**config.mk**
```make
export PLATFORM = sky130hd
export DESIGN_NAME = wipe_bank
export DESIGN_NICKNAME = d
export VERILOG_FILES = /design/src/logic/wipe_pkg.sv /design/src/logic/wipe_bank.sv
export SDC_FILE = /design/constraint.sdc
export NUM_CORES = 1
export LEC_CHECK = 0
export BUFFER_PORTS_ARGS = -buffer_cell sky130_fd_sc_hd__buf_2
export CAP_MARGIN = 10
export CORE_AREA = 2 2 250 252
export CTS_CLUSTER_DIAMETER = 30
export CTS_CLUSTER_SIZE = 20
export DETAILED_ROUTE_END_ITERATION = 10
export DIE_AREA = 0 0 252 254
export MAX_ROUTING_LAYER = met4
export PLACE_DENSITY_LB_ADDON = 0.15
export SYNTH_ARGS = -nofsm -noshare
export SYNTH_HDL_FRONTEND = slang
export SYNTH_SLANG_ARGS = --single-unit
```
**constraint.sdc**
```tcl
create_clock -name clk_i -period 1.7 [get_ports clk_i]
set_clock_uncertainty 0.15 [all_clocks]
set_input_delay 0.34 -clock clk_i [delete_from_list [all_inputs] [get_ports clk_i]]
set_output_delay 0.34 -clock clk_i [all_outputs]
set_load 0.01 [all_outputs]
```
**src/logic/wipe_pkg.sv**
```systemverilog
// Shared constants and types for the secure-wipe register file
// Word width is fixed at 64 bits, two entropy beats of 32 bits make one seed
// Permutations are built by an odd-multiplier mapping, so they are always bijective
package wipe_pkg;

  // Datapath widths
  localparam int unsigned PRNG_W     = 64;
  localparam int unsigned ENT_W      = 32;
  localparam int unsigned PERM_IDX_W = 6;

  // Register file geometry
  localparam int unsigned NUM_BANKS = 4;
  localparam int unsigned NUM_WORDS = 4;
  localparam int unsigned BANK_W    = $clog2(NUM_BANKS);
  localparam int unsigned WORD_W    = $clog2(NUM_WORDS);

  // APB geometry and register offsets
  localparam int unsigned APB_AW = 8;
  localparam int unsigned APB_DW = 32;
  localparam logic [APB_AW-1:0] REG_CMD     = 8'h00;
  localparam logic [APB_AW-1:0] REG_STATUS  = 8'h04;
  localparam logic [APB_AW-1:0] REG_ADDR    = 8'h08;
  localparam logic [APB_AW-1:0] REG_DATA_LO = 8'h0C;
  localparam logic [APB_AW-1:0] REG_DATA_HI = 8'h10;

  // Reset seed and Galois feedback mask for x^64 + x^4 + x^3 + x + 1
  localparam logic [PRNG_W-1:0] LFSR_SEED = 64'h5d2a_3764_37e9_2f4b;
  localparam logic [PRNG_W-1:0] LFSR_TAPS = 64'hD800_0000_0000_0000;

  // PRINCE S-box, nibble n holds S(n)
  localparam logic [63:0] PRINCE_SBOX = 64'h4D5E_0876_19CA_23FB;

  // Entry i of the result is (i * mul + add) mod 64, a bijection for odd mul
  function automatic logic [PRNG_W*PERM_IDX_W-1:0] gen_perm(int unsigned mul,
                                                            int unsigned add);
    logic [PRNG_W*PERM_IDX_W-1:0] perm;
    perm = '0;
    for (int unsigned i = 0; i < PRNG_W; i++) begin
      perm[PERM_IDX_W*i +: PERM_IDX_W] = PERM_IDX_W'((i * mul + add) % PRNG_W);
    end
    return perm;
  endfunction

  localparam logic [PRNG_W*PERM_IDX_W-1:0] LFSR_PERM  = gen_perm(37, 11);
  localparam logic [PRNG_W*PERM_IDX_W-1:0] SHARE_PERM = gen_perm(45, 29);

  typedef enum logic [1:0] {
    CMD_NONE      = 2'd0,
    CMD_WIPE_BANK = 2'd1,
    CMD_WIPE_ALL  = 2'd2,
    CMD_RESEED    = 2'd3
  } wipe_cmd_e;

  typedef enum logic [1:0] {
    ST_IDLE   = 2'd0,
    ST_RESEED = 2'd1,
    ST_WIPE   = 2'd2,
    ST_DONE   = 2'd3
  } wipe_state_e;

  // Two-share word, the plain value is share0 ^ share1
  typedef struct packed {
    logic [PRNG_W-1:0] share0;
    logic [PRNG_W-1:0] share1;
  } wipe_word_t;

  typedef struct packed {
    logic              host_we;
    logic              wipe_we;
    logic [WORD_W-1:0] word;
    wipe_word_t        data;
  } bank_wr_t;

  typedef struct packed {
    logic [PRNG_W-1:0] data;
    logic [BANK_W-1:0] bank;
    logic [WORD_W-1:0] word;
  } host_wdata_t;

endpackage

```
**src/logic/wipe_bank.sv**
```systemverilog
// One bank of two-share words held in flops
// Reset clears both shares of every word
// Host and wipe strobes are never set together, the controller ensures it
`timescale 1ns/100ps

module wipe_bank import wipe_pkg::*; (
  input  logic       clk_i,
  input  logic       rst_ni,
  input  bank_wr_t   wr_i,
  output wipe_word_t words_o [NUM_WORDS]
);

  wipe_word_t words_q [NUM_WORDS];

  always_ff @(posedge clk_i or negedge rst_ni) begin
    if (!rst_ni) begin
      for (int w = 0; w < NUM_WORDS; w++) begin
        words_q[w] <= '0;
      end
    end else if (wr_i.host_we) begin
      // Unmasked host data, second share zero
      words_q[wr_i.word].share0 <= wr_i.data.share0;
      words_q[wr_i.word].share1 <= '0;
    end else if (wr_i.wipe_we) begin
      // Both shares overwritten from the PRNG
      words_q[wr_i.word] <= wr_i.data;
    end
  end

  assign words_o = words_q;

endmodule

```
-- Word-level counts from Yosys, hierarchy flattened
Index checks and enable logic that the tools add are counted.
- bitwise operators: 1
- reduce and logical (&&, ||, !) cells: 2
- mux-type cells: 11
- $lt $le $gt $ge: 2
- operators with widths (kind ; count):
    512-bit bitwise mux ; 3
    512-bit 2-to-1 mux ; 2
    128-bit demux with 2-bit select ; 3
    128-bit 2-to-1 mux ; 2
    64-bit 2-to-1 mux ; 1
    3-bit greater-or-equal comparator, second input constant ; 1
    3-bit by 1-bit < comparator with 1-bit output, second input constant ; 1
    2-bit NOT with 3-bit output ; 1
    2-bit nonzero test ; 1
    1-bit logical AND ; 1
- input bits: 134
- output and inout bits: 512
- flip-flop bits (word level): 512

-- Logic depth before layout (Yosys ltp)
- depth after elaboration: 8
- gate-level depth with buffers: 6

-- Least setup slack after synthesis
OpenSTA, ideal clock, no wires.
- path type: input-to-reg
- from: input port wr_i[130] in the netlist's numbering
- to: register with a tool-made name
- setup time: 0.125 ns
- arrival: 1.379 ns
- slack: 0.046 ns
- stages: 5
- path through: buf_4 > o211ai_1 > buf_2 > buf_4 > mux2_2
- RTL lines (element ; line ; source):
    start, declared ; wipe_bank.sv:9 ; input bank_wr_t wr_i,

==> Implementation_results.wiki <==
{| class="wikitable"
! Metric !! Value
|-
| Count of flip-flops with a built-in enable after synthesis || 0
|-
| Combined area of the multi-input logic cells || 0.00582 mm²
|-
| P&R area growth vs syn || 72.9%
|-
| CP Data Arrival Time || 1.26 ns
|-
| Standard-cell row count || 91
|-
| Tightest slew margin relative to the limit || 73.0%
|-
| Number of buffer and inverter instances along the worst setup path || 1
|-
| Slack of the worst reg-to-reg path || 0.54 ns
|-
| Pin count of the biggest net entering global routing || 62
|-
| CTS clk-pin slew, worst paths || 0.05 ns
|-
| Final wirelength || 69500 µm
|-
| Seq cells post-synth || 512
|-
| Hold Violations, Final || 0
|-
| H-tree levels || 3
|-
| Clk Latency, worst-skew pair || 0.63 ns
|-
| Grt total ovfl || 0
|-
| Horizontal die dimension || 252 µm
|-
| Critical-path cell list || buf_2
|-
| Routed wire per std cell || 21.5 µm
|-
| CTS tree || built
|-
| Cell depth of the worst flop-to-flop path || 3
|-
| Placeable core region || 0.0613 mm²
|-
| Clock buffers created by TritonCTS || 118
|-
| Synth top area cells || sky130_fd_sc_hd__dfrtp_1 (67%), sky130_fd_sc_hd__mux2_4 (8.6%), sky130_fd_sc_hd__mux2_2 (8.6%), sky130_fd_sc_hd__a22o_1 (8.2%), sky130_fd_sc_hd__o2bb2ai_1 (2.6%)
|-
| Number of max-cap violations || 0
|-
| Post-route DRC violation count || 0
|-
| Number of pins with negative max-slew slack in the final report || 0
|-
| Number of cells produced by synthesis || 1160
|-
| Maximum cell stage delay along the critical path || 0.43 ns
|-
| Type of the worst setup path || reg -> out
|-
| Class of the tightest hold or removal check || in -> reg
|-
| Async S/R FF share, synth || 100%
|-
| Cell total after placement || 2630
|-
| Cell taking the most area after synthesis || sky130_fd_sc_hd__dfrtp_1
|-
| Count of clock tree sinks || 512
|-
| Number of stages on the worst hold path || 4
|-
| Initial Utilization || 31.3%
|-
| Floorplan die height || 254 µm
|-
| Share of synthesized area occupied by flip-flops and latches || 66.8%
|-
| Failing checks || negative setup slack
|-
| Number of filler instances in the final layout || 5059
|-
| Iteration-0 DRC count of the detailed router || 635
|-
| DIE AREA || 0.0640 mm²
|-
| Via count || 15159
|-
| Leakage power || 16.7 nW
|-
| Drt pass-1 iters || 4
|-
| Number of cells in the finished layout apart from fillers || 3230
|-
| Final setup violation count || 11
|-
| Worst IR drop on VDD || 0.942 mV
|-
| Most frequently used cell type in the post-synthesis netlist || sky130_fd_sc_hd__dfrtp_1
|-
| Startpoint of the lowest-slack hold path || wr_i[130]
|-
| Average cell area after synthesis || 16.5 µm²
|-
| Ports || 646
|-
| Number of global-route vias before repair || 15801
|-
| Final layout net count || 2467
|-
| First-pass GRT wire length || 102000 µm
|-
| Post-Synthesis Net Count || 1294
|-
| Final core utilization || 54.2%
|-
| Worst endpoint required time || 1.21 ns
|-
| Worst-path maximum fanout || 2
|-
| Final estimated routing congestion in global placement || 0.844
|-
| Antenna-violating nets left || 0
|-
| Placement Cell Area || 0.0242 mm²
|-
| Slowest stage cell, crit path || sky130_fd_sc_hd__dfrtp_1
|-
| Yosys top cell area share || 66.8%
|-
| Sequential cell area || 0.0128 mm²
|-
| Number of antenna violations at the first check in global routing || 3
|-
| PwrDens || 1440 mW/mm²
|-
| Detailed placer's ending HPWL || 47500 µm
|-
| Worst-case setup margin in the final layout || -0.0470 ns
|-
| Tmin final || 1.75 ns
|-
| Fin crit share || 103%
|-
| Commonest cells in the netlist || sky130_fd_sc_hd__dfrtp_1 (512), sky130_fd_sc_hd__a22o_1 (180), sky130_fd_sc_hd__mux2_2 (146)
|-
| RSZ-0062 raised after global routing || true
|-
| Global routing usage summed across all routing layers || 21.6%
|-
| Number of port buffers || 645
|-
| Post-layout instance area || 0.0332 mm²
|-
| Post-synth top flop || sky130_fd_sc_hd__dfrtp_1
|-
| Mapped cell area || 0.0192 mm²
|-
| Category of the worst setup path capture point || output port
|-
| Unique masters post-synth || 22
|-
| F_max || 0.572 GHz
|-
| Sum of negative setup slack || -0.169 ns
|-
| Number of vias per cell || 4.69
|-
| Maximum buffer depth of the clock tree || 3
|-
| Kind of cell adding the most delay to the critical path || flip-flops
|-
| Slew @ Worst Pin || 0.405 ns
|-
| Setup crit start kind || flop
|-
| Fraction of final layout cells with drive strength greater than 1 || 61.1%
|-
| Cell chosen for the clock root || sky130_fd_sc_hd__clkbuf_16
|-
| Number of warnings printed during yosys synthesis || 0
|-
| Result of the run || finished with violations
|-
| Hold-critical path endpoint || words_o[434]
|}
==> where the power goes <==
part	leakage, nW	total, mW	switching [mW]	internal, mW
sequential	6.43	15.0	1.08	13.9
combinational	8.16	8.56	3.55	5.00
clock	2.13	24.2	7.43	16.8
total	16.7	47.7	12.1	35.7
==> timing repair <==
item / 4_1_cts / 5_1_grt
setup buffers: 144 / 100
hold buffers: 129 / 0
endpoints found under the setup margin: 394 / 458
endpoints found under the hold margin: 1016 / 0
resized for setup: 303 / 65
gates cloned: 0 / 0
==> cell usage in the layout, fill, tap and decap left out, drive strengths merged <==
master	instances
bufinv	19
diode	3
and2b	2
clkbuf	149
o2bb2ai	57
o211ai	1
nor2	2
clkinvlp	13
nand3	1
nand2	23
buf	1005
dfrtp	512
nor2b	2
dlygate4sd3	129
nand2b	20
a22o	180
nor3	1
inv	3
o21ai	22
clkinv	40
mux2	256
==> layout make-up <==
class / instances / area share (%)
Multi-Input combinational cell: 567 / 17.5
Timing Repair Buffer: 1134 / 27.7
Sequential cell: 512 / 38.6
Clock inverter: 75 / 3.05
Antenna cell: 3 / 0.0226
Tap cell: 790 / 2.98
Clock buffer: 149 / 10.1
==> how the worst max path moves through the flow <==
stage	slack, ns	to	cells after the start	from
after floorplan	0.05	flop	5	wr_i[130]
after global placement	-0.18	flop	5	wr_i[130]
after detailed placement	-0.19	flop	6	wr_i[130]
after CTS	-0.09	words_o[345]	1	flop
after global routing	-0.1	words_o[345]	1	flop
final	-0.05	words_o[345]	1	flop
==> kinds of logic (layout without fill, tap and decap cells) <==
group	Yosys count	in the layout	synth area share, %
multiplexers	256	256	17.2
AO/OA/AOI/OAI	260	260	11.5
other	0	3	0
AND/OR/NAND/NOR	51	51	1.40
buffers and inverters	81	1358	3.17
flip-flops	512	512	66.8
==> worst register-to-register path, stage by stage, from the launching register on <==
cell and delay (ns):
sky130_fd_sc_hd__dfrtp_1 0.39, sky130_fd_sc_hd__buf_4 0.14, sky130_fd_sc_hd__buf_4 0.12, sky130_fd_sc_hd__mux2_4 0.25
==> routing by layer <==
metal	wire length [µm]	track usage, %	part of all wire, %	vias up
met4	2660	8.81	3.8	0
met5	0	-	0	-
li1	-	-	-	6691
met1	28100	26.0	40	7778
met3	4770	6.09	6.9	150
met2	34000	34.4	49	540
==> per-stage QoR <==
| stage | total power, mW | hold slack [ns] | setup WS (ns) |
|---|---|---|---|
| after floorplan | 17.9 | -0.106 | 0.0464 |
| after global placement | 21.3 | 0.135 | -0.178 |
| after detailed placement | 21.3 | 0.129 | -0.192 |
| after CTS | 47.5 | 0.000605 | -0.0948 |
| after global routing | 49.6 | 0.0407 | -0.0981 |
| final | 47.7 | 0.0369 | -0.0470 |
No activity file was read; power rests on OpenSTA's default activity.
