**config.mk**
```make
export PLATFORM = sky130hd
export DESIGN_NAME = wipe_ctrl
export DESIGN_NICKNAME = d
export VERILOG_FILES = /design/src/logic/wipe_pkg.sv /design/src/logic/wipe_ctrl.sv
export SDC_FILE = /design/constraint.sdc
export NUM_CORES = 1
export LEC_CHECK = 0
export BUFFER_PORTS_ARGS = -buffer_cell sky130_fd_sc_hd__buf_4
export CAP_MARGIN = 25
export CORE_AREA = 3 3 286 288
export CTS_CLUSTER_SIZE = 14
export DETAILED_ROUTE_END_ITERATION = 7
export DIE_AREA = 0 0 289 291
export PLACE_DENSITY = 0.34
export SLEW_MARGIN = 20
export SYNTH_ARGS = -nofsm -noshare
export SYNTH_HDL_FRONTEND = slang
export SYNTH_SLANG_ARGS = --single-unit
export TNS_END_PERCENT = 20
```
**constraint.sdc**
```tcl
create_clock -name clk_i -period 5.6 [get_ports clk_i]
set_input_delay 1.12 -clock clk_i [delete_from_list [all_inputs] [get_ports clk_i]]
set_output_delay 1.12 -clock clk_i [all_outputs]
set_load 0.05 [all_outputs]
```
**src/logic/wipe_pkg.sv**
```systemverilog
// Shared constants and types for the secure-wipe register file
// Word width is fixed at 64 bits, two entropy beats of 32 bits make one seed
// Permutations are built by an odd-multiplier mapping, so they are always bijective
package wipe_pkg;

  // Datapath widths
  localparam int unsigned PRNG_W     = 64;
  localparam int unsigned ENT_W      = 32;
  localparam int unsigned PERM_IDX_W = 6;

  // Register file geometry
  localparam int unsigned NUM_BANKS = 4;
  localparam int unsigned NUM_WORDS = 4;
  localparam int unsigned BANK_W    = $clog2(NUM_BANKS);
  localparam int unsigned WORD_W    = $clog2(NUM_WORDS);

  // APB geometry and register offsets
  localparam int unsigned APB_AW = 8;
  localparam int unsigned APB_DW = 32;
  localparam logic [APB_AW-1:0] REG_CMD     = 8'h00;
  localparam logic [APB_AW-1:0] REG_STATUS  = 8'h04;
  localparam logic [APB_AW-1:0] REG_ADDR    = 8'h08;
  localparam logic [APB_AW-1:0] REG_DATA_LO = 8'h0C;
  localparam logic [APB_AW-1:0] REG_DATA_HI = 8'h10;

  // Reset seed and Galois feedback mask for x^64 + x^4 + x^3 + x + 1
  localparam logic [PRNG_W-1:0] LFSR_SEED = 64'h5d2a_3764_37e9_2f4b;
  localparam logic [PRNG_W-1:0] LFSR_TAPS = 64'hD800_0000_0000_0000;

  // PRINCE S-box, nibble n holds S(n)
  localparam logic [63:0] PRINCE_SBOX = 64'h4D5E_0876_19CA_23FB;

  // Entry i of the result is (i * mul + add) mod 64, a bijection for odd mul
  function automatic logic [PRNG_W*PERM_IDX_W-1:0] gen_perm(int unsigned mul,
                                                            int unsigned add);
    logic [PRNG_W*PERM_IDX_W-1:0] perm;
    perm = '0;
    for (int unsigned i = 0; i < PRNG_W; i++) begin
      perm[PERM_IDX_W*i +: PERM_IDX_W] = PERM_IDX_W'((i * mul + add) % PRNG_W);
    end
    return perm;
  endfunction

  localparam logic [PRNG_W*PERM_IDX_W-1:0] LFSR_PERM  = gen_perm(37, 11);
  localparam logic [PRNG_W*PERM_IDX_W-1:0] SHARE_PERM = gen_perm(45, 29);

  typedef enum logic [1:0] {
    CMD_NONE      = 2'd0,
    CMD_WIPE_BANK = 2'd1,
    CMD_WIPE_ALL  = 2'd2,
    CMD_RESEED    = 2'd3
  } wipe_cmd_e;

  typedef enum logic [1:0] {
    ST_IDLE   = 2'd0,
    ST_RESEED = 2'd1,
    ST_WIPE   = 2'd2,
    ST_DONE   = 2'd3
  } wipe_state_e;

  // Two-share word, the plain value is share0 ^ share1
  typedef struct packed {
    logic [PRNG_W-1:0] share0;
    logic [PRNG_W-1:0] share1;
  } wipe_word_t;

  typedef struct packed {
    logic              host_we;
    logic              wipe_we;
    logic [WORD_W-1:0] word;
    wipe_word_t        data;
  } bank_wr_t;

  typedef struct packed {
    logic [PRNG_W-1:0] data;
    logic [BANK_W-1:0] bank;
    logic [WORD_W-1:0] word;
  } host_wdata_t;

endpackage

```
**src/logic/wipe_ctrl.sv**
```systemverilog
// Command FSM for reseed and wipe, plus routing of host writes into the banks
// Commands are only taken in idle, the APB side flags the rest with PSLVERR
// Host writes are not blocked during a wipe, one hitting the bank under wipe is dropped
`timescale 1ns/100ps

module wipe_ctrl import wipe_pkg::*; (
  input  logic                 clk_i,
  input  logic                 rst_ni,

  // Commands and host writes from the register block
  input  logic                 cmd_valid_i,
  input  wipe_cmd_e            cmd_i,
  input  logic [BANK_W-1:0]    cmd_bank_i,
  input  logic                 host_wvalid_i,
  input  host_wdata_t          host_wdata_i,

  // Status
  output logic                 busy_o,
  output logic                 seeded_o,
  output logic [NUM_BANKS-1:0] wiped_o,

  // PRNG handshakes
  output logic                 data_req_o,
  input  logic                 data_ack_i,
  input  wipe_word_t           prng_data_i,
  output logic                 reseed_req_o,
  input  logic                 reseed_ack_i,

  // One write port per bank
  output bank_wr_t             bank_wr_o [NUM_BANKS]
);

  wipe_state_e          state_q, state_d;
  logic [BANK_W-1:0]    bank_q, bank_d;
  logic [WORD_W-1:0]    word_q, word_d;
  logic                 all_q, all_d;
  logic                 seeded_q, seeded_d;
  logic [NUM_BANKS-1:0] wiped_q, wiped_d;
  logic                 wipe_fire;

  always_comb begin
    state_d      = state_q;
    bank_d       = bank_q;
    word_d       = word_q;
    all_d        = all_q;
    seeded_d     = seeded_q;
    wiped_d      = wiped_q;
    data_req_o   = 1'b0;
    reseed_req_o = 1'b0;
    wipe_fire    = 1'b0;

    unique case (state_q)
      ST_IDLE: begin
        if (cmd_valid_i) begin
          unique case (cmd_i)
            CMD_RESEED: state_d = ST_RESEED;
            CMD_WIPE_BANK: begin
              bank_d  = cmd_bank_i;
              word_d  = '0;
              all_d   = 1'b0;
              state_d = ST_WIPE;
            end
            CMD_WIPE_ALL: begin
              bank_d  = '0;
              word_d  = '0;
              all_d   = 1'b1;
              state_d = ST_WIPE;
            end
            default: ;
          endcase
        end
      end
      ST_RESEED: begin
        reseed_req_o = 1'b1;
        if (reseed_ack_i) begin
          seeded_d = 1'b1;
          state_d  = ST_DONE;
        end
      end
      ST_WIPE: begin
        // One word per accepted PRNG beat
        data_req_o = 1'b1;
        if (data_ack_i) begin
          wipe_fire = 1'b1;
          word_d    = word_q + WORD_W'(1);
          if (word_q == WORD_W'(NUM_WORDS - 1)) begin
            wiped_d[bank_q] = 1'b1;
            if (all_q && bank_q != BANK_W'(NUM_BANKS - 1)) begin
              bank_d = bank_q + BANK_W'(1);
            end else begin
              state_d = ST_DONE;
            end
          end
        end
      end
      ST_DONE: state_d = ST_IDLE;
      default: state_d = ST_IDLE;
    endcase

    // Bank write routing, the wipe owns its bank for the cycle
    for (int b = 0; b < NUM_BANKS; b++) begin
      bank_wr_o[b] = '0;
      if (wipe_fire && bank_q == BANK_W'(b)) begin
        bank_wr_o[b].wipe_we = 1'b1;
        bank_wr_o[b].word    = word_q;
        bank_wr_o[b].data    = prng_data_i;
      end else if (host_wvalid_i && host_wdata_i.bank == BANK_W'(b)) begin
        bank_wr_o[b].host_we     = 1'b1;
        bank_wr_o[b].word        = host_wdata_i.word;
        bank_wr_o[b].data.share0 = host_wdata_i.data;
        // Fresh plain data means the bank is no longer wiped
        wiped_d[b] = 1'b0;
      end
    end
  end

  always_ff @(posedge clk_i or negedge rst_ni) begin
    if (!rst_ni) begin
      state_q  <= ST_IDLE;
      bank_q   <= '0;
      word_q   <= '0;
      all_q    <= 1'b0;
      seeded_q <= 1'b0;
      wiped_q  <= '0;
    end else begin
      state_q  <= state_d;
      bank_q   <= bank_d;
      word_q   <= word_d;
      all_q    <= all_d;
      seeded_q <= seeded_d;
      wiped_q  <= wiped_d;
    end
  end

  assign busy_o   = (state_q != ST_IDLE);
  assign seeded_o = seeded_q;
  assign wiped_o  = wiped_q;

endmodule

```
# == Yosys cells after proc, flatten, opt, wreduce, memory -nomap -nowiden ==
# Index checks and enable logic that the tools add are counted.
# word_totals
ff_bits,12
latchBits,0
ram_bits,0
rom_bits,0
memories,0
# op_classes
addsub,2
mul,0
div_mod_pow,0
order_cmp,2
n_eq_ne,23
shift,0
mux,59
n_bitwise,1
reduce_logical,22
# op_table
operator,n
$mux 66,8
$mux 64,4
$mux 1,25
$mux 2,12
$eq 2x2->1 const B,9
$ne 2x2->1 const B,8
$pmux 2 s2,4
$mux 4,3
$reduce_and 6->1,2
$logic_and 1x1->1,10
$eq 2x1->1 const B,4
$pmux 2 s4,1
$logic_not 2->1,3
$reduce_bool 2->1,3
$add 2x1->2 const B,2
$or 4x4->4,1
$reduce_and 4->1,1
$lt 2x3->1 const B,1
$ne 3x1->1 const B,1
$ne 3x2->1 const B,1
$reduce_and 3->1,1
$demux 1 s2,1
$ge 2x1->1 const B,1
$pmux 1 s2,1
2 further kinds,2

# == Longest topological paths before layout ==
# logic_depth
ltp_word,10
depth_mapped,9
ltp_nobuf,6

# == Least setup slack after synthesis ==
# No wires, ideal clock.
# synth_timing
kind,in2out
from,input port data_ack_i
to,output port bank_wr_o[385] (netlist bit)
arrival_time_ns,2.621
path_slack_ns,1.859
cell_stages,6
n_path_buf,3
path_cell_list,and3_1 > buf_2 > nor4bb_1 > buf_2 > buf_2 > a22o_1
# synth_rtl
item,line_no,text
from (decl),wipe_ctrl.sv:24,"input logic data_ack_i,"
to (decl),wipe_ctrl.sv:30,output bank_wr_t bank_wr_o [NUM_BANKS]

==> impl_metrics.env <==
export IMPL_status="finished, final reports clean"
export IMPL_seq_area_frac_synth_pct=5.85
export IMPL_final_util_pct=15.1
export IMPL_min_path_type="flop to flop"
export IMPL_syn_avg_cell_area_um2=7.41
export IMPL_hpwl_mm=39.5
export IMPL_critPathBufInv=3
export IMPL_fmax_mhz=231
export IMPL_syn_to_final_growth_pct=133
export IMPL_viasPerCell=3.55
export IMPL_start_util_pct=6.49
export IMPL_ys_ff_latch=12
export IMPL_clkTransAtPathRegs_ns=0.05
export IMPL_grt_antenna_before_repair=6
export IMPL_required_ns=4.48
export IMPL_yosysWarnings=0
export IMPL_drive_above_1_share_pct=56.6
export IMPL_placed_cell_area_um2=11900
export IMPL_setup_viol=0
export IMPL_p_per_area_nw_per_um2=243
export IMPL_setup_tns_ns=0
export IMPL_cts_repair_resized=0
export IMPL_path_max_fanout=81
export IMPL_cp_start_kind="flop"
export IMPL_drv_slew=0
export IMPL_ant_nets=0
export IMPL_post_cts_buffers=0
export IMPL_place_congestion=0.829
export IMPL_netlist_area_leader_share_pct=45.0
export IMPL_die_area_um2=84100
export IMPL_wl_mm=49.2
export IMPL_maxCapViolations=0
export IMPL_port_buffers=741
export IMPL_worstSetupEndpointType="output pin"
export IMPL_fin_area_um2=11900
export IMPL_ys_types=32
export IMPL_rsz0062_at_grt="no"
export IMPL_grt_use_total_pct=10.6
export IMPL_instances_no_fill=2418
export IMPL_num_nets_final=1582
export IMPL_ctsRootBufferMaster="clkbuf_16"
export IMPL_die_x_um=289
export IMPL_period_needed_ns=4.33
export IMPL_cts_made_buffers=3
export IMPL_drtPass1Iterations=4
export IMPL_clk_latency_ns=0.24
export IMPL_drc=0
export IMPL_slew_headroom_pct=45.1
export IMPL_cp_cell_sequence="inv_1 -> ha_1 -> and3_4 -> buf_12 -> a22o_1 -> buf_4"
export IMPL_grt_max_degree=132
export IMPL_finalPower_mw=2.90
export IMPL_synth_nets=909
export IMPL_grt_pass1_vias=8596
export IMPL_leakage_nw=6.13
export IMPL_num_vias=8585
export IMPL_placed_cells=2411
export IMPL_cts_sinks=12
export IMPL_drt_iter0_drc=321
export IMPL_cpLargestDelayFamily="simple AND/OR/NAND/NOR gates"
export IMPL_num_rows=103
export IMPL_worst_setup_path_type="flop to output pin"
export IMPL_finalHoldViolCount=0
export IMPL_grt_overflow=0
export IMPL_grt_pass1_wl_mm=66.4
export IMPL_cp_slowest_cell="and3_4"
export IMPL_max_vdd_ir_drop_uv=132
export IMPL_fin_skew_ns=0.00442
export IMPL_cts_hold_buffers_added=0
export IMPL_routedWlPerCell_um=20.3
export IMPL_synthTopCellsByArea="a22o_1 (45%), and2_1 (31%), dfrtp_1 (5.8%)"
export IMPL_io_pins=742
export IMPL_core_area_um2=79100
export IMPL_syn_cell_area_um2=5140
export IMPL_cts_tree="yes"
export IMPL_critPathArrivalTime_ns=3.21
export IMPL_max_slew_worst_pin_slew_ns=0.823
export IMPL_period_share_pct=77.3
export IMPL_slowest_delay_ns=0.83
export IMPL_die_h_um=291
export IMPL_htree_levels=1
export IMPL_synth_top_area_cell="a22o_1"
export IMPL_syn_inst=693
export IMPL_cts_max_path_buffers=2
-- stage by stage --
stage	worst slack, ns	hold WS, ns
6_report	1.27	0.462
5_1_grt	1.09	0.492
4_1_cts	1.24	0.466
3_5_place_dp	1.44	0.453
3_3_place_gp	1.41	0.447
2_1_floorplan	1.86	0.502
-- power breakdown --
part           leakage [nW]  internal [mW]  total, mW  switching, mW
clock network        0.0370         0.0933      0.133         0.0394
registers             0.151          0.113      0.153         0.0397
logic                  5.94          0.796       2.62           1.82
-- sequential cells by signal, indices dropped and copies added (netlist names) --
register and cells:
seeded_o 1, wiped_o 4, state_q 2, word_q 2
bank_q 2, all_q 1
-- Yosys cell counts, drive strengths merged --
cell type	number
nand2b	2
nor4bb	1
a221o	1
nor4b	1
dfrtp	12
ha	10
nand3b	1
a2bb2oi	1
a31oi	4
mux2i	1
o31ai	1
o22ai	1
inv	12
mux2	3
o211ai	1
clkbuf	47
a21oi	2
nand3	3
and2	257
nand2	7
buf	43
nor3	1
and3	4
nor2	5
o21ai	5
a21o	1
nor3b	2
a22o	264
-- path summary, 6_finish.rpt --
kind	from	endpoint	slack, ns	depth (start not counted)
worst max-delay path	state_q[0]	bank_wr_o[510]	1.27	6
worst min-delay path	seeded_o	seeded_o	0.46	1
worst max register to register	state_q[0]	wiped_o[0]	3.17	6
worst min register to register	seeded_o	seeded_o	0.46	1
max in group asynchronous	rst_ni	bank_q[1]	4.71	1
min in group asynchronous	rst_ni	seeded_o	0.72	1
-- logic make-up (layout without fill, tap and decap cells) --
family	Yosys count	count (layout)	synth area share, %
flip-flops	12	12	5.85
AND/OR/NAND/NOR	284	284	34.7
multiplexers	4	4	0.852
adder cells (fa/ha/maj)	10	10	2.44
buffers and inverters	102	773	9.06
AO/OA/AOI/OAI	281	281	47.1
other	0	4	0
-- layer usage --
layer  up-vias  GRT usage (%)  wire length, µm
met4         4           1.46              718
met3        32           2.36             3870
li1       3917              -                -
met2       435           20.1            25200
met1      4197           12.3            19400
met5         -              0               23
-- cell usage in the layout, fill, tap and decap left out, types with 2 or more instances in the layout --
cell type / count
a21oi_1: 2
a22o_1: 264
a31oi_1: 4
and2_1: 257
and3_4: 4
buf_12: 8
buf_4: 750
clkbuf_16: 3
dfrtp_1: 12
diode_2: 4
ha_1: 10
inv_1: 12
mux2_2: 3
nand2_1: 7
nand2b_1: 2
nand3_1: 3
nor2_1: 5
o21ai_0: 5
-- cell type report --
type,instances,area [µm²]
Multi-Input combinational cell,579,4410
Tap cell,1050,1310
Antenna cell,4,10.0
Timing Repair Buffer,758,5790
Sequential cell,12,300
Fill cell,9124,67200
Clock buffer,3,75.1
Inverter,12,45.0
No activity file was read; power rests on OpenSTA's default activity.
