**config.mk**
```make
export PLATFORM = sky130hd
export DESIGN_NAME = wipe_prng
export DESIGN_NICKNAME = d
export VERILOG_FILES = /design/src/logic/wipe_pkg.sv /design/src/logic/wipe_prng.sv
export SDC_FILE = /design/constraint.sdc
export NUM_CORES = 1
export LEC_CHECK = 0
export ABC_CLOCK_PERIOD_IN_PS = 6550
export BUFFER_PORTS_ARGS = -buffer_cell sky130_fd_sc_hd__buf_2
export CAP_MARGIN = 20
export CORE_UTILIZATION = 40
export CTS_CLUSTER_DIAMETER = 30
export DETAILED_ROUTE_END_ITERATION = 8
export GPL_ROUTABILITY_DRIVEN = 0
export MAX_ROUTING_LAYER = met4
export PLACE_DENSITY_LB_ADDON = 0.05
export SYNTH_ARGS = -nofsm -noshare
export SYNTH_HDL_FRONTEND = slang
export SYNTH_SLANG_ARGS = --single-unit
```
**constraint.sdc**
```tcl
create_clock -name clk_i -period 6.55 [get_ports clk_i]
set_clock_uncertainty 0.1 [all_clocks]
set_input_delay 0.9825 -clock clk_i [delete_from_list [all_inputs] [get_ports clk_i]]
set_output_delay 0.9825 -clock clk_i [all_outputs]
set_load 0.01 [all_outputs]
```
**src/logic/wipe_pkg.sv**
```systemverilog
// Shared constants and types for the secure-wipe register file
// Word width is fixed at 64 bits, two entropy beats of 32 bits make one seed
// Permutations are built by an odd-multiplier mapping, so they are always bijective
package wipe_pkg;

  // Datapath widths
  localparam int unsigned PRNG_W     = 64;
  localparam int unsigned ENT_W      = 32;
  localparam int unsigned PERM_IDX_W = 6;

  // Register file geometry
  localparam int unsigned NUM_BANKS = 4;
  localparam int unsigned NUM_WORDS = 4;
  localparam int unsigned BANK_W    = $clog2(NUM_BANKS);
  localparam int unsigned WORD_W    = $clog2(NUM_WORDS);

  // APB geometry and register offsets
  localparam int unsigned APB_AW = 8;
  localparam int unsigned APB_DW = 32;
  localparam logic [APB_AW-1:0] REG_CMD     = 8'h00;
  localparam logic [APB_AW-1:0] REG_STATUS  = 8'h04;
  localparam logic [APB_AW-1:0] REG_ADDR    = 8'h08;
  localparam logic [APB_AW-1:0] REG_DATA_LO = 8'h0C;
  localparam logic [APB_AW-1:0] REG_DATA_HI = 8'h10;

  // Reset seed and Galois feedback mask for x^64 + x^4 + x^3 + x + 1
  localparam logic [PRNG_W-1:0] LFSR_SEED = 64'h5d2a_3764_37e9_2f4b;
  localparam logic [PRNG_W-1:0] LFSR_TAPS = 64'hD800_0000_0000_0000;

  // PRINCE S-box, nibble n holds S(n)
  localparam logic [63:0] PRINCE_SBOX = 64'h4D5E_0876_19CA_23FB;

  // Entry i of the result is (i * mul + add) mod 64, a bijection for odd mul
  function automatic logic [PRNG_W*PERM_IDX_W-1:0] gen_perm(int unsigned mul,
                                                            int unsigned add);
    logic [PRNG_W*PERM_IDX_W-1:0] perm;
    perm = '0;
    for (int unsigned i = 0; i < PRNG_W; i++) begin
      perm[PERM_IDX_W*i +: PERM_IDX_W] = PERM_IDX_W'((i * mul + add) % PRNG_W);
    end
    return perm;
  endfunction

  localparam logic [PRNG_W*PERM_IDX_W-1:0] LFSR_PERM  = gen_perm(37, 11);
  localparam logic [PRNG_W*PERM_IDX_W-1:0] SHARE_PERM = gen_perm(45, 29);

  typedef enum logic [1:0] {
    CMD_NONE      = 2'd0,
    CMD_WIPE_BANK = 2'd1,
    CMD_WIPE_ALL  = 2'd2,
    CMD_RESEED    = 2'd3
  } wipe_cmd_e;

  typedef enum logic [1:0] {
    ST_IDLE   = 2'd0,
    ST_RESEED = 2'd1,
    ST_WIPE   = 2'd2,
    ST_DONE   = 2'd3
  } wipe_state_e;

  // Two-share word, the plain value is share0 ^ share1
  typedef struct packed {
    logic [PRNG_W-1:0] share0;
    logic [PRNG_W-1:0] share1;
  } wipe_word_t;

  typedef struct packed {
    logic              host_we;
    logic              wipe_we;
    logic [WORD_W-1:0] word;
    wipe_word_t        data;
  } bank_wr_t;

  typedef struct packed {
    logic [PRNG_W-1:0] data;
    logic [BANK_W-1:0] bank;
    logic [WORD_W-1:0] word;
  } host_wdata_t;

endpackage

```
**src/logic/wipe_prng.sv**
```systemverilog
// Clearing PRNG, Galois LFSR with permute / PRINCE S-box / permute output
// Not a cryptographic generator, only meant for overwriting register shares
// Reseed needs exactly two entropy beats, the first is the upper seed half
// Reseed has priority, data_ack_o is held low while reseed_req_i is high
`timescale 1ns/100ps

module wipe_prng import wipe_pkg::*; (
  input  logic             clk_i,
  input  logic             rst_ni,

  // PRNG consumer side
  input  logic             data_req_i,
  output logic             data_ack_o,
  output wipe_word_t       data_o,
  input  logic             reseed_req_i,
  output logic             reseed_ack_o,

  // Entropy source side
  output logic             entropy_req_o,
  input  logic             entropy_ack_i,
  input  logic [ENT_W-1:0] entropy_i
);

  logic [PRNG_W-1:0] lfsr_q, lfsr_d;
  logic [PRNG_W-1:0] seed;
  logic              seed_valid;
  logic              lfsr_en;
  logic              beat;
  logic [ENT_W-1:0]  buffer_q;
  logic              buffer_valid_q;
  logic              seed_done_q;
  logic [PRNG_W-1:0] perm_out;
  logic [PRNG_W-1:0] sbox_out;

  // Reseed wins over data requests
  assign data_ack_o = reseed_req_i ? 1'b0 : data_req_i;
  assign lfsr_en    = data_req_i & data_ack_o;

  // Request is masked in the cycle right after the seed loads
  assign entropy_req_o = reseed_req_i & ~seed_done_q;
  assign beat          = entropy_req_o & entropy_ack_i;

  // Second accepted beat completes the seed
  assign seed_valid   = buffer_valid_q & beat;
  assign seed         = {buffer_q, entropy_i};
  assign reseed_ack_o = seed_valid;

  // Valid flag toggles on every beat, so it marks the first half held
  always_ff @(posedge clk_i or negedge rst_ni) begin
    if (!rst_ni) begin
      buffer_valid_q <= 1'b0;
      seed_done_q    <= 1'b0;
    end else begin
      if (beat) begin
        buffer_valid_q <= ~buffer_valid_q;
      end
      seed_done_q <= seed_valid;
    end
  end

  // Upper half of the seed
  always_ff @(posedge clk_i) begin
    if (beat && !buffer_valid_q) begin
      buffer_q <= entropy_i;
    end
  end

  // Seed load has priority over stepping
  always_comb begin
    lfsr_d = lfsr_q;
    if (seed_valid) begin
      lfsr_d = seed;
    end else if (lfsr_en) begin
      lfsr_d = {1'b0, lfsr_q[PRNG_W-1:1]} ^ ({PRNG_W{lfsr_q[0]}} & LFSR_TAPS);
    end
  end

  always_ff @(posedge clk_i or negedge rst_ni) begin
    if (!rst_ni) begin
      lfsr_q <= LFSR_SEED;
    end else begin
      lfsr_q <= lfsr_d;
    end
  end

  // Nonlinear output path
  always_comb begin
    for (int i = 0; i < PRNG_W; i++) begin
      perm_out[i] = lfsr_q[LFSR_PERM[PERM_IDX_W*i +: PERM_IDX_W]];
    end
    // One S-box per nibble
    for (int n = 0; n < PRNG_W/4; n++) begin
      sbox_out[4*n +: 4] = PRINCE_SBOX[4*perm_out[4*n +: 4] +: 4];
    end
    // Same permutation again after the S-box layer
    for (int i = 0; i < PRNG_W; i++) begin
      data_o.share0[i] = sbox_out[LFSR_PERM[PERM_IDX_W*i +: PERM_IDX_W]];
    end
    // Second share is a separate bit shuffle of the first
    for (int i = 0; i < PRNG_W; i++) begin
      data_o.share1[i] = data_o.share0[SHARE_PERM[PERM_IDX_W*i +: PERM_IDX_W]];
    end
  end

endmodule

```
Word-level counts from Yosys, hierarchy flattened

Cells that the tools add are included.

Output and inout bits: 131
Logic and storage cells: 33
Input bits: 37
Register bits after elaboration: 98

Shift operators: 16
Reduce and logical (&&, ||, !) cells: 3
Bitwise gates (word level): 7
Muxes and demuxes: 3

Operator list:

| kind                                                       | number |
|---|---|
| indexed part select 64 x 7 -> 4 bit (first input constant) | 16 |
| two-way mux 64 bit                                         | 2 |
| XOR 63 x 64 -> 64 bit                                      | 1 |
| bitwise AND 1 bit                                          | 4 |
| NOT 1 bit                                                  | 2 |
| nonzero test 2 bit                                         | 1 |
| logical AND 1 bit                                          | 1 |
| logical NOT 1 bit                                          | 1 |
| two-way mux 1 bit                                          | 1 |

Depth between registers and ports, before layout

Gate-level depths: netlist (run 1).

Word-level depth: 5
Depth in mapped cells: 6
Gate-level depth less buffers: 5

Worst setup path before layout (run 1)

No wires, ideal clock.

Kind: input to register
Start point: input reseed_req_i
End point: register buffer_q[0] (enable)
Path slack: 3,313 ps
Library setup time: 421 ps
Stages: 3
Path buffers: 0
Data required time: 6,029 ps
Arrival time: 2,716 ps
Path through: nor2b_1 > nand2_1 > nor2_1

Longest elaborated chain between the ends: 3

RTL lines:

| element                | RTL line        | RTL |
|---|---|---|
| start: declaration     | wipe_prng.sv:15 | `input logic reseed_req_i,` |
| bitwise AND 1 bit      | wipe_prng.sv:40 | `assign entropy_req_o = reseed_req_i & ~seed_done_q;` |
| bitwise AND 1 bit      | wipe_prng.sv:41 | `assign beat = entropy_req_o & entropy_ack_i;` |
| logical AND 1 bit      | wipe_prng.sv:63 | `if (beat && !buffer_valid_q) begin` |
| end signal: assignment | wipe_prng.sv:64 | `buffer_q <= entropy_i;` |
| end: declaration       | wipe_prng.sv:29 | `logic [ENT_W-1:0] buffer_q;` |

No other way between the ends.
A chain may end at the register's enable or synchronous reset.

Worst setup path after layout (run 1)

Start point: input reseed_req_i
End point: output data_ack_o

Longest elaborated chain between the ends: 1

RTL lines:

| element           | RTL line        | RTL |
|---|---|---|
| two-way mux 1 bit | wipe_prng.sv:36 | `assign data_ack_o = reseed_req_i ? 1'b0 : data_req_i;` |
| end: declaration  | wipe_prng.sv:13 | `output logic data_ack_o,` |

No other way between the ends.

==> reports/qor.txt, run 1 <==
outcome - finished, final reports clean
GR Overflow Total - 0
max_slew headroom - 39.9%
leak pwr - 3.60 nW
Seq/Total Area, Yosys - 38.6%
die area - 17700 um^2
worst-path maximum fanout - 65
die width - 133 um
most frequent cells in the layout - 166 x buf_2, 153 x nand2_1, 114 x nor2_1
Hold Vio Cnt, Final - 0
routed vias/inst - 5.02
layout cells sized above 1 - 27.6%
Ant. Diodes - 0
Cell Pwr Density - 580 nW/um^2
CTS max path bufs - 2
DRC viols - 0
Comb pwr share - 53.5%
Detailed Route WL - 15800 um
critical hold path startpoint - buffer_q[28]
clock sinks - 98
Yosys top cell by area - edfxtp_1
Layout fillers - 1659
Synth Register Bits - 98
CTS tree - built
max incr delay on CP - 0.58 ns
num ports - 168
buffers added on ports - 167
Post CTS Setup Buffer Count - 0
reg-to-reg slack, setup - 4.31 ns
CP required - 5.47 ns
vias in the first global route - 4673
crit path launch - reseed_req_i
first-pass GRT wire length - 24700 um
Routed Antenna Nets - 0
Reg power frac - 33.5%
fmax - 273 MHz
CP max stage cell - buf_4
Worst-Skew Late Latency - 0.34 ns
area grow syn2layout - 10.0%
Worst-Margin Slew - 0.901 ns
Netlist cell types - 29
crit path buf inv count - 4
All-Layer GR Usage - 18.3%
DR WL/cell - 14.7 um
die height - 133 um
via count - 5378
RSZ-0062 raised after global routing - false
critical path launch point type - input pin
VDD IR max - 223 uV
core area - 16700 um^2
nets - 958
Worst EP arrival - 2.58 ns
H-tree depth - 3
crit-path most repeated cell - buf_2
post-route setup TNS - 0 ns
hold_buf cts - 0
FP Rows - 47
Post-synth top flop - dfstp_2
Final period util - 55.9%
Cells after Synth - 782
total CTS buffers - 9
clock slew at reported path FFs - 0.06 ns
Post-synth EDFFs - 32
DP Area - 7220 um^2
Async SR Flop Fraction - 67.3%
Util after Layout - 45.3%
Critical Path, Cell by Cell - buf_2 > nand2b_4 > inv_2 > buf_4 > buf_2
top cells by area, synth - edfxtp_1 14%, ha_1 13%, dfstp_2 13%
cell family with most CP delay - buffers and inverters
Resize count post-CTS - 0
initial antenna violation count - 0
R2R Path Start - buffer_valid_q
Yosys warning count - 0
DR pass1 iterations - 7
minimum clock period - 3.66 ns
critical path type - input pin to output port
internal power - 0.00239 W
Clock Power Share - 13.0%
switch share - 45.5%
Cell Area, Synth - 6880 um^2
Final Instance Area - 7570 um^2
Sw Pwr - 0.00200 W
CP Capture Type - output port
worst hold path class - flop to flop
max-slew violations - 0
Synth top area share - 14.0%
max_cap viols - 0
DP Wirelength - 11300 um
final setup violation count - 0
largest net degree at the start of global routing - 98
syn avg cell area - 8.80 um^2
Initial Util - 41.2%
root buf cell - clkbuf_16
commonest non-fill, non-tap cell in the layout - buf_2
Synthesized Nets - 893
DRT iter0 DRCs - 429
power groups by stage:
stage | sequential [W] | clock (W) | combinational, W
after floorplan | 0.00114 | 0 | 0.00223
after global placement | 0.00148 | 0 | 0.00233
after detailed placement | 0.00149 | 0 | 0.00237
after CTS | 0.00148 | 0.000582 | 0.00238
after global routing | 0.00154 | 0.000600 | 0.00263
final | 0.00147 | 0.000569 | 0.00235
per-layer routing:
metal / GRT usage (%) / share of wire, % / wire length (um) / vias to the layer above
met1: 25.8 / 49 / 7800 / 2557
met3: 2.21 / 3.8 / 594 / 8
met2: 28.2 / 46 / 7280 / 154
li1: - / - / - / 2659
met5: - / 0 / 0 / -
met4: 3.91 / 0.74 / 117 / 0
worst min-delay path, delay by kind of cell, from the launching register on:
| family | cells | cell delay [ns] |
|---|---|---|
| and+or+nand+nor | 1 | 0.04 |
| AOI/OAI and AO/OA | 1 | 0.06 |
| DFF | 1 | 0.32 |
flip-flops by register name, indices dropped and copies added, names as in the netlist:
signal,cells
seed_done_q,1
lfsr_q,64
buffer_q,32
buffer_valid_q,1
Yosys cell counts, types with 3 or more instances:
| master | instances |
|---|---|
| a31oi_1 | 61 |
| buf_2 | 31 |
| dfrtp_1 | 31 |
| ha_1 | 74 |
| a21oi_1 | 21 |
| clkbuf_1 | 5 |
| a21o_1 | 5 |
| a211oi_1 | 5 |
| dfstp_2 | 35 |
| xor2_1 | 3 |
| o21ai_0 | 17 |
| a221o_1 | 15 |
| nor2_1 | 115 |
| edfxtp_1 | 32 |
| inv_1 | 59 |
| nand2_1 | 153 |
| mux2i_1 | 6 |
| buf_4 | 74 |
| buf_6 | 6 |
| nor3_1 | 15 |
| mux4_2 | 11 |
cell families after synthesis:
group                    count (synthesis)  synth area share (%)
AND/OR/NAND/NOR                        286                  16.1
buffers and inverters                  177                  14.9
AO/OA/AOI/OAI                          125                  11.7
flip-flops                              98                  38.6
adder cells (fa/ha/maj)                 74                  13.5
multiplexers                            18                  4.64
XOR/XNOR                                 4                 0.509
worst paths after layout:
| kind | endpoint | depth (start not counted) |
|---|---|---|
| worst max-delay path | data_ack_o | 5 |
| worst min-delay path | lfsr_q[60] | 2 |
| worst max register to register | lfsr_q[62] | 5 |
| worst min register to register | lfsr_q[60] | 2 |
| max in group asynchronous | lfsr_q[17] | 1 |
| min in group asynchronous | lfsr_q[61] | 1 |
through the flow:
step	total power [W]	hold slack [ns]	instances	setup WS, ns
after floorplan	0.00337	0.329	782	3.31
after global placement	0.00381	0.338	1055	2.87
after detailed placement	0.00387	0.348	1055	2.87
after CTS	0.00445	0.365	1071	2.87
after global routing	0.00477	0.396	1072	2.78
final	0.00439	0.358	1072	2.89
layout make-up:
cell class,instances,area [um^2],area share [%]
clock buffers,11,243,3.21
multi-input cells,507,3200,42.3
well taps,220,275,3.64
repair buffers,171,888,11.7
clock inverters,5,78.8,1.04
inverters,60,225,2.98
flip-flops and latches,98,2660,35.1
Note: power is estimated with default switching activity, not from simulation.
==> run 2: changes to the inputs <==
--- a/config.mk
+++ b/config.mk
@@ -5,7 +5,8 @@
 export SDC_FILE = /design/constraint.sdc
 export NUM_CORES = 1
 export LEC_CHECK = 0
-export ABC_CLOCK_PERIOD_IN_PS = 6550
+export ABC_AREA = 1
+export ABC_CLOCK_PERIOD_IN_PS = 3300
 export BUFFER_PORTS_ARGS = -buffer_cell sky130_fd_sc_hd__buf_2
 export CAP_MARGIN = 20
 export CORE_UTILIZATION = 40
==> constraint.sdc (replaced) <==
create_clock -name clk_i -period 3.3 [get_ports clk_i]
set_clock_uncertainty 0.1 [all_clocks]
set_input_delay 0.495 -clock clk_i [delete_from_list [all_inputs] [get_ports clk_i]]
set_output_delay 0.495 -clock clk_i [all_outputs]
set_load 0.01 [all_outputs]
==> reports/qor.txt, run 2 <==
Pwr Total - 0.00874 W (+99%)
H-tree depth - 3 (unchanged)
Worst-Margin Slew - 0.952 ns (+0.0507 ns)
layout cells sized above 1 - 20.6% (-7.0 points)
dpl ws - 1.09 ns (-1.78 ns)
CP Capture Type - output port
die width - 141 um (+5.9%)
Hold Vio Cnt, Final - 0 (unchanged)
switch share - 49.0% (+3.5 points)
Cell Pwr Density - 1030 nW/um^2 (+78%)
core area - 18800 um^2 (+13%)
hold_buf cts - 0 (unchanged)
Synth Register Bits - 98 (unchanged)
commonest non-fill, non-tap cell in the layout - nand2_1
syn avg cell area - 7.35 um^2 (-16%)
nets - 1225 (+28%)
Final WS setup - 0.874 ns (-2.02 ns)
Post CTS Setup Buffer Count - 0 (unchanged)
num ports - 168 (unchanged)
FP Rows - 50 (+6.4%)
max reg flops - 64 (unchanged)
Post-synth top flop - dfstp_2
Netlist cell types - 22 (-24%)
CTS max path bufs - 2 (unchanged)
clock sinks - 98 (unchanged)
CTS tree - built
Seq/Total Area, Yosys - 34.3% (-4.3 points)
minimum clock period - 2.43 ns
Synthesized Nets - 1163 (+30%)
Yosys top cell by area - nand2_1
routed vias/inst - 4.88 (-2.6%)
Post-synth EDFFs - 32 (unchanged)
DP Wirelength - 12800 um (+13%)
Detailed Route WL - 19500 um (+24%)
crit path buf inv count - 2 (-2)
Comb pwr share - 55.5% (+2.0 points)
Top reg by flops - lfsr_q
first-pass GRT wire length - 31700 um (+28%)
internal power - 0.00446 W (+86%)
biggest regs - lfsr_q x64, buffer_q x32
via count - 6740 (+25%)
DRT iter0 DRCs - 423 (-1.4%)
commonest cells in the netlist - 291 x nand2_1, 156 x inv_1, 81 x nand3_1
VDD IR max - 530 uV (+140%)
worst-path maximum fanout - 10 (-85%)
largest net degree at the start of global routing - 128 (+31%)
die height - 141 um (+5.9%)
Worst EP arrival - 1.83 ns (-0.75 ns)
clock slew at reported path FFs - 0.07 ns (about the same)
area occupied by multi-input gates - 3690 um^2 (+15%)
max-slew violations - 0 (unchanged)
# placed instances - 1363 (+29%)
outcome - finished, final reports clean
most frequent cells in the layout - 291 x nand2_1, 166 x buf_2, 156 x inv_1
area grow syn2layout - 9.59%
max_slew headroom - 36.5% (-3.4 points)
All-Layer GR Usage - 20.9% (+2.6 points)
CP required - 2.70 ns (-2.77 ns)
leak pwr - 4.57 nW (+27%)
top cells by area, synth - nand2_1 14%, edfxtp_1 12%, ha_1 12%
Synth top area share - 14.1% (+0.15 points)
worst hold path class - input pin to asynchronous set/reset pin
Layout fillers - 1947 (+17%)
root buf cell - clkbuf_16
Cell Area, Synth - 7730 um^2 (+12%)
cell family with most CP delay - flip-flops
Sw Pwr - 0.00428 W (+110%)
max incr delay on CP - 0.64 ns (+0.06 ns)
vias in the first global route - 6028 (+29%)
Async SR Flop Fraction - 67.3% (unchanged)
buffers added on ports - 167 (unchanged)
post-route setup TNS - 0 ns (unchanged)
DRC viols - 0 (unchanged)
Cells after Synth - 1052 (+35%)
Clock Power Share - 12.5% (-0.5 points)
GR Overflow Total - 0 (unchanged)
RSZ-0062 raised after global routing - false
CP max stage cell - dfstp_2
total CTS buffers - 9 (unchanged)
count leader, synth - nand2_1
FF+latch area - 2660 um^2 (about the same)
DR pass1 iterations - 5 (-2)
Routed Antenna Nets - 0 (unchanged)
Worst-Skew Late Latency - 0.35 ns (about the same)
Initial Util - 41.1% (-0.11 points)
Reg power frac - 32.0% (-1.5 points)
fmax - 412 MHz
final setup violation count - 0 (unchanged)
DR WL/cell - 14.1 um (-4.0%)
critical path launch point type - flop
Resize count post-CTS - 0 (unchanged)
initial antenna violation count - 1 (+1)
critical path type - flop to output port
max_cap viols - 0 (unchanged)
Yosys warning count - 0 (unchanged)
Critical Path, Cell by Cell - inv_1 > ha_1 > nor2_1 > o21ai_0 > buf_2
Layout Cells excl Fill - 1380 (+29%)
Final period util - 73.5%
die area - 19900 um^2 (+12%)
## run 2: final timing paths
check | start | end | slack (ns) | depth (start not counted)
setup / recovery | lfsr_q[0] | data_o[20] | 0.87 | 5
hold / removal | rst_ni | seed_done_q | 0.17 | 1
setup reg to reg | seed_done_q | buffer_q[14] | 1.51 | 4
hold reg to reg | lfsr_q[49] | lfsr_q[49] | 0.43 | 2
max in group asynchronous | rst_ni | buffer_valid_q | 2.29 | 1
min in group clk_i | entropy_i[16] | buffer_q[16] | 0.23 | 1
## run 2: kinds of logic (layout without fill, tap and decap cells)
group | Yosys count | in the layout | share of synthesized area (%)
AO/OA/AOI/OAI | 122 | 122 | 8.38
XOR/XNOR | 1 | 1 | 0.113
AND/OR/NAND/NOR | 471 | 471 | 26.3
flip-flops | 98 | 98 | 34.3
multiplexers | 5 | 5 | 0.647
buffers and inverters | 281 | 348 | 18.2
other | 0 | 1 | 0
adder cells (fa/ha/maj) | 74 | 74 | 12.0
## run 2: layout make-up
cell class,instances,area share (%)
Antenna cell,1,0.0295
Clock buffer,11,2.86
Clock inverter,5,0.723
Inverter,157,6.95
Multi-Input combinational cell,673,43.5
Sequential cell,98,31.4
Tap cell,260,3.84
Timing Repair Buffer,175,10.7
## run 2: power by group through the flow
stage,combinational [W],clock [W],sequential [W]
2_1_floorplan,0.00429,0,0.00232
3_3_place_gp,0.00489,0,0.00283
3_5_place_dp,0.00489,0,0.00282
4_1_cts,0.00491,0.00113,0.00280
5_1_grt,0.00557,0.00118,0.00292
6_report,0.00485,0.00110,0.00279
## run 2: metal layers
layer,track usage [%],vias to the layer above,wire (um)
li1,-,3445,-
met1,28.7,3137,9860
met2,32.8,151,8890
met3,3.13,7,659
met4,3.60,0,119
met5,-,-,0
## run 2: through the flow
stage / hold slack [ns] / util (%) / cell area [um^2]
after global routing: 0.212 / 45.0 / 8480
after CTS: 0.216 / 45.0 / 8470
final: 0.166 / 45.0 / 8480
after detailed placement: 0.423 / 43.4 / 8170
after global placement: 0.417 / 43.4 / 8170
after floorplan: 0.0994 / - / 7730
